`config.mk`:
```
export PLATFORM = sky130hd
export DESIGN_NAME = fetch_top
export DESIGN_NICKNAME = d
export VERILOG_FILES = /design/src/design/isa_pkg.sv /design/src/design/fetch_pkg.sv /design/src/design/program_counter.sv /design/src/design/instruction_memory.sv /design/src/design/if_stage.sv /design/src/design/if_id_register.sv /design/src/design/fetch_redirect.sv /design/src/design/fetch_top.sv
export SDC_FILE = /design/constraint.sdc
export NUM_CORES = 1
export LEC_CHECK = 0
export BUFFER_PORTS_ARGS = -buffer_cell sky130_fd_sc_hd__clkbuf_2
export CAP_MARGIN = 20
export CORE_UTILIZATION = 40
export DETAILED_ROUTE_END_ITERATION = 6
export SLEW_MARGIN = 5
export SYNTH_ARGS = -nofsm -noshare
export SYNTH_HDL_FRONTEND = slang
export SYNTH_SLANG_ARGS = --single-unit
```
`constraint.sdc`:
```
create_clock -name i_clk -period 3.8 [get_ports i_clk]
set_input_delay 0.38 -clock i_clk [delete_from_list [all_inputs] [get_ports i_clk]]
set_output_delay 0.38 -clock i_clk [all_outputs]
set_load 0.01 [all_outputs]
```
`src/design/isa_pkg.sv`:
```
package isa_pkg;

    // Field widths of the 32-bit MIPS-style instruction word
    localparam int OPCODE_BITS  = 6;
    localparam int REG_BITS     = 5;
    localparam int IMM_BITS     = 16;                 // I-format immediate
    localparam int JTARGET_BITS = 26;                 // J-format word target

    // Primary opcodes used by the fetch redirect
    localparam logic [OPCODE_BITS-1:0] OPC_J   = 6'h02;  // Jump
    localparam logic [OPCODE_BITS-1:0] OPC_JAL = 6'h03;  // Jump and link
    localparam logic [OPCODE_BITS-1:0] OPC_BEQ = 6'h04;  // Branch on equal

    // $zero, both operands of the unconditional "b" form
    localparam logic [REG_BITS-1:0] REG_ZERO = '0;

    // One instruction word, seen either as I format or as J format.
    // The opcode sits in the same top bits in both views
    typedef union packed {
        struct packed {
            logic [OPCODE_BITS-1:0] opcode;           // Primary opcode
            logic [REG_BITS-1:0]    rs;               // First source reg
            logic [REG_BITS-1:0]    rt;               // Second source / target reg
            logic [IMM_BITS-1:0]    imm;              // Signed word offset for BEQ
        } i;
        struct packed {
            logic [OPCODE_BITS-1:0]  opcode;          // Primary opcode
            logic [JTARGET_BITS-1:0] target;          // Word address in 256 MB region
        } j;
    } instr_u;

endpackage

```
`src/design/fetch_pkg.sv`:
```
package fetch_pkg;

    // Fixed by the ISA, every instruction is one 4-byte word
    localparam int WORD_BYTES = 4;
    localparam int WORD_BITS  = WORD_BYTES * 8;       // Instruction bus width
    localparam int ALIGN_BITS = $clog2(WORD_BYTES);   // Byte offset bits, zero when aligned

    // Fetch restarts here after reset or flush
    localparam int unsigned RESET_PC = 0;

    // Read from unloaded slots, also the payload of a bubble
    localparam logic [WORD_BITS-1:0] NOP_WORD = '0;

endpackage

```
`src/design/program_counter.sv`:
```
`timescale 1ns/1ps

module program_counter
    import fetch_pkg::*;
#(
    parameter int PC_SIZE = 32                        // PC width in bits
)(
    input  logic               i_clk,
    input  logic               i_reset,               // Sync, active high
    input  logic               i_flush,               // Back to RESET_PC
    input  logic               i_pc_write,            // Load i_next_pc this edge
    input  logic [PC_SIZE-1:0] i_next_pc,
    output logic [PC_SIZE-1:0] o_pc
);

    logic [PC_SIZE-1:0] pc;

    always_ff @(posedge i_clk) begin
        if (i_reset || i_flush) begin
            pc <= PC_SIZE'(RESET_PC);                 // Flush wins over write enable
        end else if (i_pc_write) begin
            pc <= i_next_pc;
        end
    end

    assign o_pc = pc;

    // Both the sequential adder and the redirect target must keep
    // the PC on a word boundary
    pc_word_aligned: assert property (
        @(posedge i_clk) disable iff (i_reset)
        pc[ALIGN_BITS-1:0] == '0
    ) else $error("PC left word alignment: %h", pc);

endmodule

```
`src/design/instruction_memory.sv`:
```
`timescale 1ns/1ps

module instruction_memory
    import fetch_pkg::*;
#(
    parameter int PC_SIZE           = 32,             // Byte address width
    parameter int MEM_SIZE_IN_WORDS = 16              // Depth in words
)(
    input  logic                 i_clk,
    input  logic                 i_reset,             // Sync, active high
    input  logic                 i_write_mem,         // Append one word
    input  logic                 i_clear_mem,         // Drop all loaded words
    input  logic [WORD_BITS-1:0] i_instruction,       // Word to append
    input  logic [PC_SIZE-1:0]   i_pc,                // Byte address to read
    output logic [WORD_BITS-1:0] o_instruction,
    output logic                 o_full_mem,
    output logic                 o_empty_mem
);

    // Slot index width with at least one bit for a single-word memory
    localparam int ADDR_BITS  = (MEM_SIZE_IN_WORDS > 1) ? $clog2(MEM_SIZE_IN_WORDS) : 1;
    // Count runs 0..MEM_SIZE_IN_WORDS inclusive
    localparam int COUNT_BITS = $clog2(MEM_SIZE_IN_WORDS + 1);
    localparam int INDEX_BITS = PC_SIZE - ALIGN_BITS;

    logic [WORD_BITS-1:0]  mem [MEM_SIZE_IN_WORDS];   // Program storage
    logic [COUNT_BITS-1:0] count;                     // Number of loaded words
    logic [INDEX_BITS-1:0] word_index;                // PC as a word address
    logic                  full;
    logic                  do_write;

    assign full     = (count == COUNT_BITS'(MEM_SIZE_IN_WORDS));
    assign do_write = i_write_mem && !full;           // Writes past the end are dropped

    // Fill counter that clear rewinds to zero
    always_ff @(posedge i_clk) begin
        if (i_reset || i_clear_mem) begin
            count <= '0;
        end else if (do_write) begin
            count <= count + 1'b1;
        end
    end

    // Storage appended at the current count
    always_ff @(posedge i_clk) begin
        if (do_write) begin
            mem[count[ADDR_BITS-1:0]] <= i_instruction;
        end
    end

    // Drop the byte offset
    assign word_index = i_pc[PC_SIZE-1:ALIGN_BITS];

    // Combinational read where anything not yet loaded is a NOP
    always_comb begin
        if (word_index < INDEX_BITS'(count)) begin
            o_instruction = mem[word_index[ADDR_BITS-1:0]];
        end else begin
            o_instruction = NOP_WORD;
        end
    end

    assign o_full_mem  = full;
    assign o_empty_mem = (count == '0);               // Flags follow count from next cycle

    // The loader must not overlap a clear with an append because
    // the appended word would be lost without notice
    no_clear_with_write: assert property (
        @(posedge i_clk) disable iff (i_reset)
        !(i_clear_mem && i_write_mem)
    ) else $error("Memory clear and write in the same cycle");

endmodule

```
`src/design/if_stage.sv`:
```
`timescale 1ns/1ps

module if_stage
    import fetch_pkg::*;
#(
    parameter int PC_SIZE           = 32,             // PC width in bits
    parameter int MEM_SIZE_IN_WORDS = 16              // Instruction memory depth
)(
    input  logic                 i_clk,
    input  logic                 i_reset,             // Sync, active high
    input  logic                 i_enable,            // Run fetch
    input  logic                 i_flush,             // Restart at RESET_PC
    input  logic                 i_next_pc_src,       // 1 takes the non-sequential PC
    input  logic                 i_write_mem,         // Loader strobe
    input  logic                 i_clear_mem,         // Empty the memory
    input  logic [WORD_BITS-1:0] i_instruction,       // Word from the loader
    input  logic [PC_SIZE-1:0]   i_next_not_seq_pc,   // Redirect target
    output logic [WORD_BITS-1:0] o_instruction,       // Word at the current PC
    output logic [PC_SIZE-1:0]   o_current_pc,
    output logic [PC_SIZE-1:0]   o_next_seq_pc,       // PC + one word
    output logic                 o_full_mem,
    output logic                 o_empty_mem
);

    logic [PC_SIZE-1:0] pc;
    logic [PC_SIZE-1:0] next_pc;

    assign o_next_seq_pc = pc + PC_SIZE'(WORD_BYTES); // Sequential PC
    assign next_pc       = i_next_pc_src ? i_next_not_seq_pc : o_next_seq_pc;
    assign o_current_pc  = pc;

    program_counter #(
        .PC_SIZE    (PC_SIZE)
    ) pc_unit (
        .i_clk      (i_clk),
        .i_reset    (i_reset),
        .i_flush    (i_flush),
        .i_pc_write (i_enable),                       // PC holds while fetch is off
        .i_next_pc  (next_pc),
        .o_pc       (pc)
    );

    instruction_memory #(
        .PC_SIZE           (PC_SIZE),
        .MEM_SIZE_IN_WORDS (MEM_SIZE_IN_WORDS)
    ) instruction_memory_unit (
        .i_clk         (i_clk),
        .i_reset       (i_reset),
        .i_write_mem   (i_write_mem),
        .i_clear_mem   (i_clear_mem),
        .i_instruction (i_instruction),
        .i_pc          (pc),
        .o_instruction (o_instruction),
        .o_full_mem    (o_full_mem),
        .o_empty_mem   (o_empty_mem)
    );

    // Loading happens only with fetch stopped, otherwise the word
    // count could change under a running PC
    no_load_while_fetching: assert property (
        @(posedge i_clk) disable iff (i_reset)
        !(i_write_mem && i_enable)
    ) else $error("Instruction memory written while fetch enabled");

endmodule

```
`src/design/if_id_register.sv`:
```
`timescale 1ns/1ps

module if_id_register
    import fetch_pkg::*;
#(
    parameter int PC_SIZE = 32                        // PC width in bits
)(
    input  logic                 i_clk,
    input  logic                 i_reset,             // Sync, active high
    input  logic                 i_enable,            // Advance the pipe
    input  logic                 i_flush,             // Bubble regardless of enable
    input  logic                 i_squash,            // Drop the wrong-path word
    input  logic [WORD_BITS-1:0] i_instruction,
    input  logic [PC_SIZE-1:0]   i_pc,
    input  logic [PC_SIZE-1:0]   i_next_seq_pc,
    output logic [WORD_BITS-1:0] o_instruction,
    output logic [PC_SIZE-1:0]   o_pc,
    output logic [PC_SIZE-1:0]   o_next_seq_pc,
    output logic                 o_valid
);

    logic [WORD_BITS-1:0] instruction;
    logic [PC_SIZE-1:0]   pc;
    logic [PC_SIZE-1:0]   next_seq_pc;
    logic                 valid;

    always_ff @(posedge i_clk) begin
        if (i_reset || i_flush) begin
            valid       <= 1'b0;
            instruction <= NOP_WORD;
            pc          <= '0;
            next_seq_pc <= '0;
        end else if (i_enable) begin
            if (i_squash) begin                       // Bubble, only on an advancing edge
                valid       <= 1'b0;
                instruction <= NOP_WORD;
                pc          <= '0;
                next_seq_pc <= '0;
            end else begin
                valid       <= 1'b1;                  // Every fetched word counts, NOPs too
                instruction <= i_instruction;
                pc          <= i_pc;
                next_seq_pc <= i_next_seq_pc;
            end
        end
        // Hold otherwise
    end

    assign o_instruction = instruction;
    assign o_pc          = pc;
    assign o_next_seq_pc = next_seq_pc;
    assign o_valid       = valid;

endmodule

```
`src/design/fetch_redirect.sv`:
```
`timescale 1ns/1ps

module fetch_redirect
    import isa_pkg::*;
    import fetch_pkg::*;
#(
    parameter int PC_SIZE = 32                        // At least 28 for the J region
)(
    input  logic               i_valid,               // IF/ID holds a real word
    input  instr_u             i_instruction,         // IF/ID word
    input  logic [PC_SIZE-1:0] i_next_seq_pc,         // IF/ID PC + one word
    output logic               o_redirect,            // Take o_target next edge
    output logic [PC_SIZE-1:0] o_target
);

    // Low PC bits replaced by a J-format target
    localparam int JREGION_BITS = JTARGET_BITS + ALIGN_BITS;

    logic               is_jump;                      // J or JAL
    logic               is_uncond_branch;             // BEQ $zero, $zero
    logic [PC_SIZE-1:0] region_mask;
    logic [PC_SIZE-1:0] jump_target;
    logic [PC_SIZE-1:0] branch_offset;
    logic [PC_SIZE-1:0] branch_target;

    assign is_jump = (i_instruction.j.opcode == OPC_J) ||
                     (i_instruction.j.opcode == OPC_JAL);

    // Register compare is trivially true only for $zero against $zero
    assign is_uncond_branch = (i_instruction.i.opcode == OPC_BEQ) &&
                              (i_instruction.i.rs == REG_ZERO) &&
                              (i_instruction.i.rt == REG_ZERO);

    assign o_redirect = i_valid && (is_jump || is_uncond_branch);  // Bubbles never redirect

    // Keep the region bits of PC+4, replace the rest
    assign region_mask = PC_SIZE'({JREGION_BITS{1'b1}});
    assign jump_target = (i_next_seq_pc & ~region_mask) |
                         PC_SIZE'({i_instruction.j.target, {ALIGN_BITS{1'b0}}});

    // Sign-extended word offset, relative to PC+4
    assign branch_offset = {{(PC_SIZE-IMM_BITS-ALIGN_BITS){i_instruction.i.imm[IMM_BITS-1]}},
                            i_instruction.i.imm, {ALIGN_BITS{1'b0}}};
    assign branch_target = i_next_seq_pc + branch_offset;

    assign o_target = is_uncond_branch ? branch_target : jump_target;

    // An aligned target relies on an aligned IF/ID PC coming from fetch
    always_comb begin
        redirect_target_aligned: assert final (
            !o_redirect || (o_target[ALIGN_BITS-1:0] == '0)
        ) else $error("Redirect to unaligned target %h", o_target);
    end

endmodule

```
`src/design/fetch_top.sv`:
```
`timescale 1ns/1ps

module fetch_top
    import fetch_pkg::*;
#(
    parameter int PC_SIZE           = 32,             // PC width, 28 or more
    parameter int MEM_SIZE_IN_WORDS = 16              // Instruction memory depth
)(
    input  logic                 i_clk,
    input  logic                 i_reset,             // Sync, active high
    input  logic                 i_enable,            // Run fetch
    input  logic                 i_write_mem,         // Loader strobe, fetch off only
    input  logic [WORD_BITS-1:0] i_instruction,       // Loader word
    input  logic                 i_clear_mem,         // Empty the memory
    input  logic                 i_flush,             // Restart at RESET_PC
    output logic                 o_full_mem,
    output logic                 o_empty_mem,
    output logic [WORD_BITS-1:0] o_id_instruction,    // IF/ID contents
    output logic [PC_SIZE-1:0]   o_id_pc,
    output logic                 o_id_valid
);

    // Fetch to IF/ID
    logic [WORD_BITS-1:0] if_instruction;
    logic [PC_SIZE-1:0]   if_pc;
    logic [PC_SIZE-1:0]   if_next_seq_pc;

    // IF/ID to redirect
    logic [PC_SIZE-1:0]   id_next_seq_pc;

    // Redirect back to fetch
    logic                 redirect;
    logic [PC_SIZE-1:0]   redirect_target;

    if_stage #(
        .PC_SIZE           (PC_SIZE),
        .MEM_SIZE_IN_WORDS (MEM_SIZE_IN_WORDS)
    ) if_stage_unit (
        .i_clk             (i_clk),
        .i_reset           (i_reset),
        .i_enable          (i_enable),
        .i_flush           (i_flush),
        .i_next_pc_src     (redirect),
        .i_write_mem       (i_write_mem),
        .i_clear_mem       (i_clear_mem),
        .i_instruction     (i_instruction),
        .i_next_not_seq_pc (redirect_target),
        .o_instruction     (if_instruction),
        .o_current_pc      (if_pc),
        .o_next_seq_pc     (if_next_seq_pc),
        .o_full_mem        (o_full_mem),
        .o_empty_mem       (o_empty_mem)
    );

    if_id_register #(
        .PC_SIZE       (PC_SIZE)
    ) if_id_unit (
        .i_clk         (i_clk),
        .i_reset       (i_reset),
        .i_enable      (i_enable),
        .i_flush       (i_flush),
        .i_squash      (redirect),                    // Wrong-path word becomes a bubble
        .i_instruction (if_instruction),
        .i_pc          (if_pc),
        .i_next_seq_pc (if_next_seq_pc),
        .o_instruction (o_id_instruction),
        .o_pc          (o_id_pc),
        .o_next_seq_pc (id_next_seq_pc),
        .o_valid       (o_id_valid)
    );

    fetch_redirect #(
        .PC_SIZE       (PC_SIZE)
    ) redirect_unit (
        .i_valid       (o_id_valid),
        .i_instruction (o_id_instruction),
        .i_next_seq_pc (id_next_seq_pc),
        .o_redirect    (redirect),
        .o_target      (redirect_target)
    );

endmodule

```
# Word level (Yosys, flattened, before mapping)
# Memory sizes are Yosys's and may differ from the RTL's. A register that Yosys moved wholly into a read port is not among the register bits.
# Cells that the tools add are included.
# word_totals
ff_bits	134
ram_bits	512
in_bits	38
output_inout_bits	67
elab_cells	39
n_memories	1
# memory_table
memory	depth	width	read_ports	rd_ports_with_merged_regs	write_ports	line	text
if_stage_unit.instruction_memory_unit.mem	16	32	1	1	1	instruction_memory.sv:26	logic [WORD_BITS-1:0] mem [MEM_SIZE_IN_WORDS];
# op_classes
add_sub_neg	3
n_lt_le_gt_ge	1
eq_ne	4
muxes	11
bitwise	1
n_reduce_logical	12
# ops
op	count
$mux 32	6
$add 32x3->32 const B	1
$add 32x32->32	1
$or 32x28->32	1
$lt 30x5->1	1
$logic_not 5->1	3
$eq 6x2->1 const B	2
$mux 4	2
$eq 6x3->1 const B	1
$add 5x1->5 const B	1
$eq 5x5->1 const B	1
$logic_and 1x1->1	4
$logic_or 1x1->1	4
$mux 1	3
$logic_not 1->1	1

# Depth between registers and ports, before layout
# depth
depth_word	8
depth_mapped	11
mapped_depth_nobuf	11

# By module
# A second synthesis with hierarchy kept.
# unflattened
hier_cells	1876
area_unflattened_um2	28220.8
# by_module_without_submodules
mod	instances	cells_per_inst	area_each_um2	seq_area_each_um2
instruction_memory	1	902	20056.7	15474.8
if_id_register	1	430	4090.2	1941.9
fetch_redirect	1	267	1798.0	0.0
program_counter	1	105	1156.1	640.6
if_stage	1	172	1119.8	0.0

# Worst setup path before layout
# Ideal clock, no wire load.
# synth_timing
path_kind	reg-to-reg
start	register if_id_unit.instruction[0], in the netlist if_id_unit.o_instruction[0]
end	register if_stage_unit.pc_unit.pc[30], in the netlist if_stage_unit.pc_unit.o_pc[30]
setup_time_ns	0.128
arrival_time_ns	2.527
required_ns	3.672
setup_slack_ns	1.145
stages_incl_launch_ff	12
path_buffers	0
period_less_slack_ns	2.655
cell_sequence	dfxtp_1 > ha_1 > fa_1 > a21oi_1 > o211ai_1 > nand4_1 > nand4_1 > a2111oi_0 > a21oi_1 > a21oi_1 > mux2i_1 > o21ai_1
# synth_between
elab_chain_len	3
# synth_lines
item	line	text
from (decl)	if_id_register.sv:22	logic [WORD_BITS-1:0] instruction;
from (signal assigned)	if_id_register.sv:41	instruction <= i_instruction;
$add 32x32->32	fetch_redirect.sv:44	assign branch_target = i_next_seq_pc + branch_offset;
$mux 32	fetch_redirect.sv:46	assign o_target = is_uncond_branch ? branch_target : jump_target;
$mux 32	if_stage.sv:29	assign next_pc = i_next_pc_src ? i_next_not_seq_pc : o_next_seq_pc;
to (signal assigned)	program_counter.sv:20	pc <= PC_SIZE'(RESET_PC);
to (signal assigned)	program_counter.sv:22	pc <= i_next_pc;
to (decl)	program_counter.sv:16	logic [PC_SIZE-1:0] pc;
# Every way passes these cells.
# A chain may end at the register's enable or synchronous reset.

# Final worst setup path
# Same ends and word-level chain as after synthesis.

==> summary.txt <==
Std-Cell Rows - 94
Core Area - 0.0662 mm²
# setup viols final - 0
largest net degree at the start of global routing - 129
leakage power - 9.97 nW
final core occ - 0.468
postcts setup bufs - 0
Int Pwr - 11.6 mW
first-pass GRT wire length - 99.7 mm
fmax - 323 MHz
Max VDD drop - 0.000347 V
fill count - 5647
overall power - 14.8 mW
Reg2Reg Depth - 11
Buffers on Ports - 104
later-pin clock latency in the skew report - 630 ps
crit path capture type - register
GRT overflow - 0
CTS tree - yes
fraction of layout cells with a size suffix above 1 - 0.236
#FFs+latches synth - 648
Power Dens Cells - 478 mW/mm²
CTS buffer count - 70
crit-path cells - ha_1 > fa_1 > a21oi_1 > o211ai_1 > nand4_1 > nand4_1 > a2111oi_0 > a21oi_1 > a21oi_1 > mux2i_1 > o21ai_1
Iteration-0 DRC Markers - 1390
CP Class - reg2reg
Clock Skew - 29.2 ps
vias - 15800
Root Driver - clkbuf_16
Area growth syn-to-layout - 14.7%
Comb power frac - 0.034
actual slew at the worst max-slew pin - 1180 ps
initial core utilization - 0.408
Worst-path clk slew - 60 ps
Remaining DRCs - 0
ys flop type - edfxtp_1
WP data arrival - 3550 ps
gate count after technology mapping - 1731
hpwl dp - 39.8 mm
initial antenna violation count - 1
vias in the first global route - 15400
htree depth - 3
Cell Area, Synth - 0.0270 mm²
Slew headroom - 0.212
die height - 262 µm
Max stage delay on crit path - 450 ps
Synth cell types - 69
switching part of the total - 0.213
Max Slew Vio Count - 0
Avg Inst Size Synth - 15.6 µm²
Vias/cell - 5.72
CP required - 4260 ps
post-synth top area share - 0.570
CP max-delay cell - a2111oi_0
post-synth top area cell - edfxtp_1
Die ar. - 0.0685 mm²
Area contributors post-synth - edfxtp_1 (57%), mux4_2 (13%), dfxtp_1 (10%), a21oi_1 (2.2%), nand2_1 (1.8%)
Hold Crit Class - in2reg
Bufs on Longest Clock Path - 3
# diodes - 0
Placer Congestion - 0.913
CTS sink count - 648
clock power share - 0.445
Global Route Usage Sum - 0.197
Detailed Route WL - 66.5 mm
hold path depth - 2
count leader, synth - edfxtp_1
Max-cap violations - 0
Worst path most repeated cell - a21oi_1
crit path launch type - register
RSZ-0062 raised after global routing - false
number of flops mapped to enable cells by yosys - 512
status - completed
Final ANT Viol Nets - 0
Psw - 3.15 mW
Nets - 1918
Hold Fails Final Rpt - 0
Seq/Total Area, Yosys - 0.671
yosys warns - 0
Final Cycle Share - 0.815
FFs w/ async S/R, synth - 0
Critical Path Fanout Max - 4
synth cell count leaders - edfxtp_1 (512), mux4_2 (160), dfxtp_1 (136)
IO Count - 105
Die W - 262 µm
Flop pwr share - 0.521
Period minus WS final - 3100 ps
syn_nets - 1808
DR pass1 iterations - 5
total negative setup slack - 0 ps
WL/cell - 24.1 µm
final timing paths:
kind / from / end / slack [ps]
min reg2reg: if_stage_unit.pc_unit.o_pc[0] / if_stage_unit.pc_unit.o_pc[0] / 450
min: i_reset / if_stage_unit.instruction_memory_unit.count[0] / 130
max reg2reg: if_id_unit.o_instruction[0] / if_stage_unit.pc_unit.o_pc[30] / 700
max: if_id_unit.o_instruction[0] / if_stage_unit.pc_unit.o_pc[30] / 700
per-stage QoR:
step	setup WS [ps]	hold slack (ps)	cells	cell area [µm²]
floorplan	1150	432	1731	27000
global placement	694	439	2632	28700
detailed placement	749	446	2632	28700
CTS	717	101	2757	31000
global route	308	127	2757	31000
finish	703	130	2757	31000
sequential cells by signal (all words and copies together), names as in the netlist, named ones only:
signal and count:
if_stage_unit.pc_unit.o_pc 32, if_id_unit.o_pc 30, if_id_unit.o_instruction 32, if_stage_unit.instruction_memory_unit.count 5, if_id_unit.o_valid 1, if_id_unit.o_next_seq_pc 32
if_stage_unit.instruction_memory_unit.mem 512
area by class of cell:
cell class,instances,area [µm²],area share
flip-flops and latches,648,18100,0.585
multi-input cells,951,8470,0.274
clock buffers,93,1900,0.0615
well taps,864,1080,0.0349
repair buffers,152,996,0.0322
clock inverters,31,335,0.0108
inverters,18,70.1,0.00226
critical path: cells and delay by family (launching register included):
family / cells / cell delay (ps)
AOI/OAI and AO/OA: 6 / 1330
adders and majority gates: 2 / 660
muxes: 1 / 200
DFF: 1 / 340
and+or+nand+nor: 2 / 410
cells in the final DEF (no fill, tap or decap), drive strengths merged, types with 34 or more instances in the layout:
cell type,instances
buf,47
clkbuf,197
dfxtp,136
xnor2,34
ha,38
o21ai,43
mux4,160
nand3,72
a21oi,121
edfxtp,512
a22oi,46
nand2,132
nor2,91
cell families after synthesis:
family	count (synthesis)	share of synthesized area
multiplexers	166	0.136
AO/OA/AOI/OAI	284	0.0647
XOR/XNOR	56	0.0182
adder cells (fa/ha/maj)	39	0.0184
flip-flops	648	0.671
AND/OR/NAND/NOR	406	0.0727
buffers and inverters	132	0.0197
power by group through the flow:
stage | clock network [mW] | registers [mW] | logic (mW)
finish | 6.59 | 7.71 | 0.496
global route | 6.96 | 7.71 | 0.532
floorplan | 0 | 7.85 | 0.286
global placement | 0 | 7.86 | 0.486
CTS | 6.71 | 7.71 | 0.500
detailed placement | 0 | 7.86 | 0.499
timing repair:
item / CTS / global route
endpoints found under the setup margin: 0 / 0
resized for setup: 0 / 0
hold buffers: 1 / 0
endpoints found under the hold margin: 5 / 0
routing by layer:
layer	track usage	wire length, µm	vias to the layer above
li1	-	-	7026
met1	0.284	30000	8120
met2	0.310	31200	518
met3	0.0339	4140	101
met4	0.0457	1190	2
met5	0	11	-
(Power assumes the default switching activity.)
